===== config.mk =====
export PLATFORM = sky130hd
export DESIGN_NAME = ecc_point_unit
export DESIGN_NICKNAME = d
export VERILOG_FILES = /design/src/verilog/ecc_point_pkg.sv /design/src/verilog/ecc_step_rom.sv /design/src/verilog/ecc_operand_file.sv /design/src/verilog/ecc_point_sequencer.sv /design/src/verilog/ecc_point_unit.sv
export SDC_FILE = /design/constraint.sdc
export NUM_CORES = 1
export LEC_CHECK = 0
export BUFFER_PORTS_ARGS = -buffer_cell sky130_fd_sc_hd__buf_2
export CELL_PAD_IN_SITES_DETAIL_PLACEMENT = 0
export CELL_PAD_IN_SITES_GLOBAL_PLACEMENT = 2
export CORE_AREA = 8 8 259 261
export DETAILED_ROUTE_END_ITERATION = 10
export DIE_AREA = 0 0 267 269
export PLACE_DENSITY = 0.66
export SYNTH_ARGS = -nofsm -noshare
export SYNTH_HDL_FRONTEND = slang
export SYNTH_SLANG_ARGS = --single-unit

===== constraint.sdc =====
create_clock -name clk_p_i -period 5.1 [get_ports clk_p_i]
set_clock_uncertainty 0.2 [all_clocks]
set_input_delay 0.255 -clock clk_p_i [delete_from_list [all_inputs] [get_ports clk_p_i]]
set_output_delay 0.255 -clock clk_p_i [all_outputs]
set_load 0.05 [all_outputs]

===== src/verilog/ecc_point_pkg.sv =====
`default_nettype none

package ecc_point_pkg;

    localparam int coord_w    = 32;
    localparam int step_idx_w = 5;

    typedef logic [coord_w-1:0]    coord_t;
    typedef logic [step_idx_w-1:0] step_idx_t;

    typedef struct packed {
        coord_t x;
        coord_t y;
    } ecc_point_t;

    typedef enum logic [1:0] {
        field_add = 2'd0,
        field_sub = 2'd1,
        field_mul = 2'd2,
        field_div = 2'd3
    } field_op_t;

    typedef enum logic [2:0] {
        acc_x   = 3'd0,
        acc_y   = 3'd1,
        base_x  = 3'd2,
        base_y  = 3'd3,
        tmp1    = 3'd4,
        tmp2    = 3'd5,
        new_x   = 3'd6,
        curve_a = 3'd7
    } operand_sel_t;

    typedef enum logic [1:0] {
        to_tmp1  = 2'd0,
        to_tmp2  = 2'd1,
        to_new_x = 2'd2,
        to_new_y = 2'd3
    } dest_sel_t;

    typedef struct packed {
        field_op_t    op;
        operand_sel_t src_a;
        operand_sel_t src_b;
        dest_sel_t    dest;
    } micro_step_t;

    typedef struct packed {
        field_op_t op;
        coord_t    a;
        coord_t    b;
    } field_req_t;

    localparam step_idx_t dbl_first = 5'd0;
    localparam step_idx_t dbl_last  = 5'd11;
    localparam step_idx_t add_first = 5'd12;
    localparam step_idx_t add_last  = 5'd20;

endpackage

`default_nettype wire


===== src/verilog/ecc_step_rom.sv =====
`default_nettype none

module ecc_step_rom (
    input  ecc_point_pkg::step_idx_t   step_idx,
    output ecc_point_pkg::micro_step_t step
);
    import ecc_point_pkg::*;

    // doubling: lambda = (3*ax^2 + a) / (2*ay)
    // addition: lambda = (by - ay) / (bx - ax)
    always_comb
    begin
        case (step_idx)
            5'd0:
                step = '{op: field_mul, src_a: acc_x,  src_b: acc_x,   dest: to_tmp1};  // ax^2
            5'd1:
                step = '{op: field_add, src_a: tmp1,   src_b: tmp1,    dest: to_tmp2};
            5'd2:
                step = '{op: field_add, src_a: tmp1,   src_b: tmp2,    dest: to_tmp1};  // 3ax^2
            5'd3:
                step = '{op: field_add, src_a: tmp1,   src_b: curve_a, dest: to_tmp1};
            5'd4:
                step = '{op: field_add, src_a: acc_y,  src_b: acc_y,   dest: to_tmp2};  // 2ay
            5'd5:
                step = '{op: field_div, src_a: tmp1,   src_b: tmp2,    dest: to_tmp1};  // lambda
            5'd6:
                step = '{op: field_mul, src_a: tmp1,   src_b: tmp1,    dest: to_tmp2};
            5'd7:
                step = '{op: field_sub, src_a: tmp2,   src_b: acc_x,   dest: to_tmp2};
            5'd8:
                step = '{op: field_sub, src_a: tmp2,   src_b: acc_x,   dest: to_new_x};
            5'd9:
                step = '{op: field_sub, src_a: acc_x,  src_b: new_x,   dest: to_tmp2};
            5'd10:
                step = '{op: field_mul, src_a: tmp1,   src_b: tmp2,    dest: to_tmp1};
            5'd11:
                step = '{op: field_sub, src_a: tmp1,   src_b: acc_y,   dest: to_new_y};
            5'd12:
                step = '{op: field_sub, src_a: base_x, src_b: acc_x,   dest: to_tmp1};  // bx - ax
            5'd13:
                step = '{op: field_sub, src_a: base_y, src_b: acc_y,   dest: to_tmp2};  // by - ay
            5'd14:
                step = '{op: field_div, src_a: tmp2,   src_b: tmp1,    dest: to_tmp1};  // lambda
            5'd15:
                step = '{op: field_mul, src_a: tmp1,   src_b: tmp1,    dest: to_tmp2};
            5'd16:
                step = '{op: field_sub, src_a: tmp2,   src_b: acc_x,   dest: to_tmp2};
            5'd17:
                step = '{op: field_sub, src_a: tmp2,   src_b: base_x,  dest: to_new_x};
            5'd18:
                step = '{op: field_sub, src_a: acc_x,  src_b: new_x,   dest: to_tmp2};
            5'd19:
                step = '{op: field_mul, src_a: tmp1,   src_b: tmp2,    dest: to_tmp1};
            5'd20:
                step = '{op: field_sub, src_a: tmp1,   src_b: acc_y,   dest: to_new_y};
            default:
                step = '{op: field_add, src_a: acc_x,  src_b: acc_x,   dest: to_tmp1};  // unused
        endcase
    end

endmodule

`default_nettype wire


===== src/verilog/ecc_operand_file.sv =====
`default_nettype none

module ecc_operand_file (
    input  logic                        clk_p_i,
    input  logic                        reset_n_i,
    input  logic                        point_load,
    input  ecc_point_pkg::ecc_point_t   base_point,
    input  ecc_point_pkg::coord_t       curve_a_in,
    input  ecc_point_pkg::micro_step_t  step,
    input  ecc_point_pkg::coord_t       field_result,
    input  logic                        result_write,
    input  logic                        point_commit,
    output ecc_point_pkg::coord_t       operand_a,
    output ecc_point_pkg::coord_t       operand_b,
    output ecc_point_pkg::ecc_point_t   acc_point
);
    import ecc_point_pkg::*;

    ecc_point_t acc_q;      // point carried between key steps
    ecc_point_t base_q;
    coord_t     curve_a_q;
    coord_t     tmp1_q;
    coord_t     tmp2_q;
    coord_t     new_x_q;
    coord_t     new_y_q;
    coord_t     new_y_next;

    function automatic coord_t pick(operand_sel_t sel);
        coord_t val;
        case (sel)
            acc_x:   val = acc_q.x;
            acc_y:   val = acc_q.y;
            base_x:  val = base_q.x;
            base_y:  val = base_q.y;
            tmp1:    val = tmp1_q;
            tmp2:    val = tmp2_q;
            new_x:   val = new_x_q;
            default: val = curve_a_q;
        endcase
        return val;
    endfunction

    always_comb
    begin
        operand_a = pick(step.src_a);
    end

    always_comb
    begin
        operand_b = pick(step.src_b);
    end

    // last step of a phase writes new_y in the commit cycle itself
    always_comb
    begin
        if (result_write && step.dest == to_new_y)
            new_y_next = field_result;
        else
            new_y_next = new_y_q;
    end

    always_ff @(posedge clk_p_i or negedge reset_n_i)
    begin
        if (!reset_n_i)
        begin
            acc_q     <= '0;
            base_q    <= '0;
            curve_a_q <= '0;
        end
        else if (point_commit)
        begin
            acc_q <= '{x: new_x_q, y: new_y_next};
        end
        else if (point_load)
        begin
            base_q    <= base_point;
            curve_a_q <= curve_a_in;
            acc_q     <= base_point;   // start from G
        end
    end

    always_ff @(posedge clk_p_i)
    begin
        if (result_write)
        begin
            case (step.dest)
                to_tmp1:  tmp1_q  <= field_result;
                to_tmp2:  tmp2_q  <= field_result;
                to_new_x: new_x_q <= field_result;
                default:  new_y_q <= field_result;
            endcase
        end
    end

    assign acc_point = acc_q;

endmodule

`default_nettype wire


===== src/verilog/ecc_point_sequencer.sv =====
`default_nettype none

module ecc_point_sequencer (
    input  logic                      clk_p_i,
    input  logic                      reset_n_i,
    input  logic                      step_start,
    input  logic                      key_bit,
    input  logic                      field_done,
    output ecc_point_pkg::step_idx_t  step_idx,
    output logic                      field_req_valid,
    output logic                      result_write,
    output logic                      point_commit,
    output logic                      step_done
);
    import ecc_point_pkg::*;

    typedef enum logic [1:0] {
        st_idle,
        st_req,     // request held until field_done
        st_gap      // one low cycle between requests
    } seq_state_t;

    seq_state_t state_q;
    step_idx_t  idx_q;
    logic       key_q;
    logic       done_q;
    logic       phase_end;
    logic       last_step;

    assign field_req_valid = (state_q == st_req);
    assign result_write    = field_req_valid & field_done;
    assign phase_end       = (idx_q == dbl_last) || (idx_q == add_last);
    assign point_commit    = result_write & phase_end;

    // doubling alone ends the key step when the bit is clear
    assign last_step = point_commit & ((idx_q == add_last) | ~key_q);

    assign step_idx  = idx_q;
    assign step_done = done_q;

    always_ff @(posedge clk_p_i or negedge reset_n_i)
    begin
        if (!reset_n_i)
        begin
            state_q <= st_idle;
            idx_q   <= dbl_first;
            key_q   <= 1'b0;
            done_q  <= 1'b0;
        end
        else
        begin
            done_q <= last_step;
            case (state_q)
                st_idle:
                begin
                    if (step_start)
                    begin
                        state_q <= st_req;
                        idx_q   <= dbl_first;
                        key_q   <= key_bit;
                    end
                end
                st_req:
                begin
                    if (field_done)
                    begin
                        if (last_step)
                        begin
                            state_q <= st_idle;
                        end
                        else
                        begin
                            state_q <= st_gap;
                            if (idx_q == dbl_last)
                                idx_q <= add_first;     // key bit set
                            else
                                idx_q <= idx_q + 1'b1;
                        end
                    end
                end
                st_gap:
                begin
                    state_q <= st_req;
                end
                default:
                begin
                    state_q <= st_idle;
                end
            endcase
        end
    end

endmodule

`default_nettype wire


===== src/verilog/ecc_point_unit.sv =====
`default_nettype none

module ecc_point_unit (
    input  logic                       clk_p_i,
    input  logic                       reset_n_i,
    input  logic                       point_load,
    input  ecc_point_pkg::ecc_point_t  base_point,
    input  ecc_point_pkg::coord_t      curve_a_in,
    input  logic                       step_start,
    input  logic                       key_bit,
    input  logic                       field_done,
    input  ecc_point_pkg::coord_t      field_result,
    output ecc_point_pkg::field_req_t  field_req,
    output logic                       field_req_valid,
    output logic                       step_done,
    output ecc_point_pkg::ecc_point_t  result_point
);
    import ecc_point_pkg::*;

    step_idx_t   step_idx;
    micro_step_t step;
    logic        result_write;
    logic        point_commit;
    coord_t      operand_a;
    coord_t      operand_b;

    assign field_req = '{op: step.op, a: operand_a, b: operand_b};

    ecc_point_sequencer i_sequencer (
        .clk_p_i         (clk_p_i),
        .reset_n_i       (reset_n_i),
        .step_start      (step_start),
        .key_bit         (key_bit),
        .field_done      (field_done),
        .step_idx        (step_idx),
        .field_req_valid (field_req_valid),
        .result_write    (result_write),
        .point_commit    (point_commit),
        .step_done       (step_done)
    );

    ecc_step_rom i_step_rom (
        .step_idx (step_idx),
        .step     (step)
    );

    ecc_operand_file i_operand_file (
        .clk_p_i      (clk_p_i),
        .reset_n_i    (reset_n_i),
        .point_load   (point_load),
        .base_point   (base_point),
        .curve_a_in   (curve_a_in),
        .step         (step),
        .field_result (field_result),
        .result_write (result_write),
        .point_commit (point_commit),
        .operand_a    (operand_a),
        .operand_b    (operand_b),
        .acc_point    (result_point)
    );

endmodule

`default_nettype wire


==> metrics.txt <==
TritonRoute pass-1 iters 5; largest net degree at the start of global routing about 110; hold slack ~140 ps; crit path time final a little under 5000 ps; Worst Setup Start Kind flip-flop; Filler cells 6437; Antenna diodes 0; Die H 269 um; dpl hpwl ~46 mm; fin. max-slew vios 0; highest-delay cell along the critical path nand2_1; vias per cell between 5 and 6; Worst R2R Start i_sequencer.step_idx[1]; Buf+Inv Stages, Crit Path 3; Max IR drop VDD slightly below 0.0003 V; Final Hold Fails 0; post-synthesis mux area share between 15 and 20%; clk buf depth 3; number of placement rows roughly 90; Final setup viols 0; CTS buffer count 38; flops & latches, synth roughly 300; Slew HR a little under a quarter; Die W 267 um; Max FO, Critical Path 15; Mapped Cells ~1500; period utilisation layout between 90% and 100%; Worst Tran Pin Value around 1100 ps; CP delay by family, top simple AND/OR/NAND/NOR gates; most used flip-flop cell after synthesis dfrtp_1; most common cell after layout, fill and taps aside buf_2; Core Util, Final roughly a third; Leak Pwr 8.94 nW; Synth Area in Adders less than 1%; min-delay src point_load; XOR/XNOR Fraction of Synth Area less than 1%; sequential-to-total area share from yosys stat about 50%; final layout net count 2048; DR vias around 14000; most frequent cells in the layout 263 x buf_2, 258 x nand2_1, 169 x dfrtp_1; internal power between 5 and 6 mW; Critical Path, Cell by Cell inv_1 > ha_1 > nand2_1 > o211ai_4 > nand2_2 > buf_4 > nand2_1 > o221ai_1 > a31oi_1 > buf_2; Root Driver clkbuf_16; GPL Wtd Cong just over 0.8; Tot GR Track Use about 19%; Max H-tree Level 2; clock slew at reported path FFs 60 ps; die area slightly above 70000 um^2; Switching Share a little under half; Setup TNS Final 0 ps; GR Overflow Total 0; Post-synth EDFFs 128; PwrDens between 500 and 600 nW/um^2; Mapped Nets around 1700; logic gate share of total power just under 50%; post-synthesis simple-gate area fraction 12.5%; Clock Power Share ~25%; initial drt markers roughly 1200; Routed Antenna Nets 0; Hold Path Class primary input to flip-flop; CP Launch Point i_sequencer.step_idx[1]; layout cells sized above 1 27.0%; P_sw approximately 5.2 mW; Area growth, synth to finish 30.6%; Worst path most repeated cell nand2_1; Synth Cell Area 16100 um^2; first-pass GRT wire length between 100 and 150 mm; Worst-Skew Late Latency around 550 ps; post-synthesis compound-gate area fraction approximately 17%; Core Area roughly 63000 um^2; Avg Inst Size Synth roughly 10 um^2; postcts setup bufs 0; final WL about 71 mm; Clock Sinks slightly below 300; port buffer count around 270; Arr. time, crit path 4350 ps; Synth warnings 0; Top Ports ~270; CTS tree done; Seq pwr share between 20% and 30%; vias in the first global route between 10000 and 15000; Synth cell types 66; CP required around 4600 ps; largest family of logic cells by synthesized area compound AO/OA/AOI/OAI gates; max-cap viol count 0; max frequency about 0.21 GHz; Worst path max stage delay ~700 ps; critical path class flip-flop to output pin; initial antenna violation count 0; status completed; initial core utilization between 20% and 30%; asr flop ratio synth 56.9%; Worst setup EP type output pin; drt wl/cell 25.7 um; Remaining DRCs 0; RSZ-0062 raised after global routing no
synth_stat cells (37+ instances only):
library cell	instances	area (um^2)
nand2_1	261	980
dfrtp_1	169	4230
o21ai_0	136	681
edfxtp_1	128	3840
mux2_2	115	1290
mux2i_1	112	1120
a21oi_1	98	490
clkbuf_1	67	251
nor2_1	51	191
nand3_1	40	200
a211oi_1	37	278
nor2b_1	37	231
worst min-delay path: stages:
cell and delay, ps:
buf_4 300, mux2i_1 220, o21ai_0 80
area by class of cell:
| class | instances | area [um^2] | share of cell area [%] |
|---|---|---|---|
| clock inverters | 15 | 246 | 1.17 |
| clock buffers | 55 | 1040 | 4.96 |
| repair buffers | 444 | 3050 | 14.5 |
| well taps | 846 | 1060 | 5.03 |
| flip-flops and latches | 297 | 8070 | 38.3 |
| inverters | 8 | 30.0 | 0.143 |
| multi-input cells | 1113 | 7550 | 35.8 |
sequential cells by signal, summed over array words and instances, names as in the netlist:
register and flops:
i_operand_file.acc_point 64, i_operand_file.base_q 64, i_operand_file.curve_a_q 32, i_operand_file.new_x_q 32, i_operand_file.new_y_q 32, i_operand_file.tmp1_q 32
i_operand_file.tmp2_q 32, i_sequencer.step_idx 5, i_sequencer.state_q 2, i_sequencer.key_q 1, i_sequencer.step_done 1
per-layer routing:
layer,up-vias,global-route usage [%],part of all wire (%)
met2,600,30.8,46
met5,-,0,0
li1,6420,-,-
met1,7160,25.7,44
met3,123,4.59,7.7
met4,0,6.09,2.9
power by group through the flow:
| stage | registers (mW) | logic (mW) | clock network, mW |
|---|---|---|---|
| floorplan | 3.09 | 3.32 | 0 |
| global placement | 2.99 | 5.22 | 0 |
| detailed placement | 2.99 | 5.23 | 0 |
| CTS | 2.95 | 5.34 | 2.88 |
| global route | 2.98 | 5.59 | 2.97 |
| finish | 2.96 | 5.33 | 2.80 |
kinds of logic (layout without fill, tap and decap cells):
| family | after synthesis | after routing |
|---|---|---|
| buffers and inverters | 134 | 522 |
| and+or+nand+nor | 444 | 444 |
| DFF | 297 | 297 |
| adders and majority gates | 12 | 12 |
| AOI/OAI and AO/OA | 424 | 424 |
| xor gates and xnor gates | 2 | 2 |
| muxes | 231 | 231 |
repair_timing:
action,CTS,global route
hold buffers,134,0
setup endpoints to repair,0,6
endpoints found under the hold margin,393,0
resized for setup,0,1
through the flow:
stage / instances / cell area, um^2 / setup WS, ps / power (mW)
after floorplan: 1544 / 16100 / 1130 / 6.41
after global placement: 2574 / 18400 / 927 / 8.22
after detailed placement: 2574 / 18400 / 848 / 8.23
after CTS: 2778 / 21000 / 239 / 11.2
after global routing: 2778 / 21100 / 52.0 / 11.5
final: 2778 / 21100 / 293 / 11.1
worst paths after layout:
path                                                 to  slack [ps]  depth (start not counted)
max in group asynchronous     i_operand_file.base_q[30]        3340                          3
setup reg to reg              i_operand_file.new_y_q[8]        1250                          8
hold reg to reg            i_operand_file.acc_point[51]         310                          2
setup / recovery                          field_req[24]         290                         10
min in group asynchronous     i_operand_file.base_q[36]         230                          2
hold / removal             i_operand_file.acc_point[55]         140                          3
Note: power is estimated with default switching activity, not from simulation.
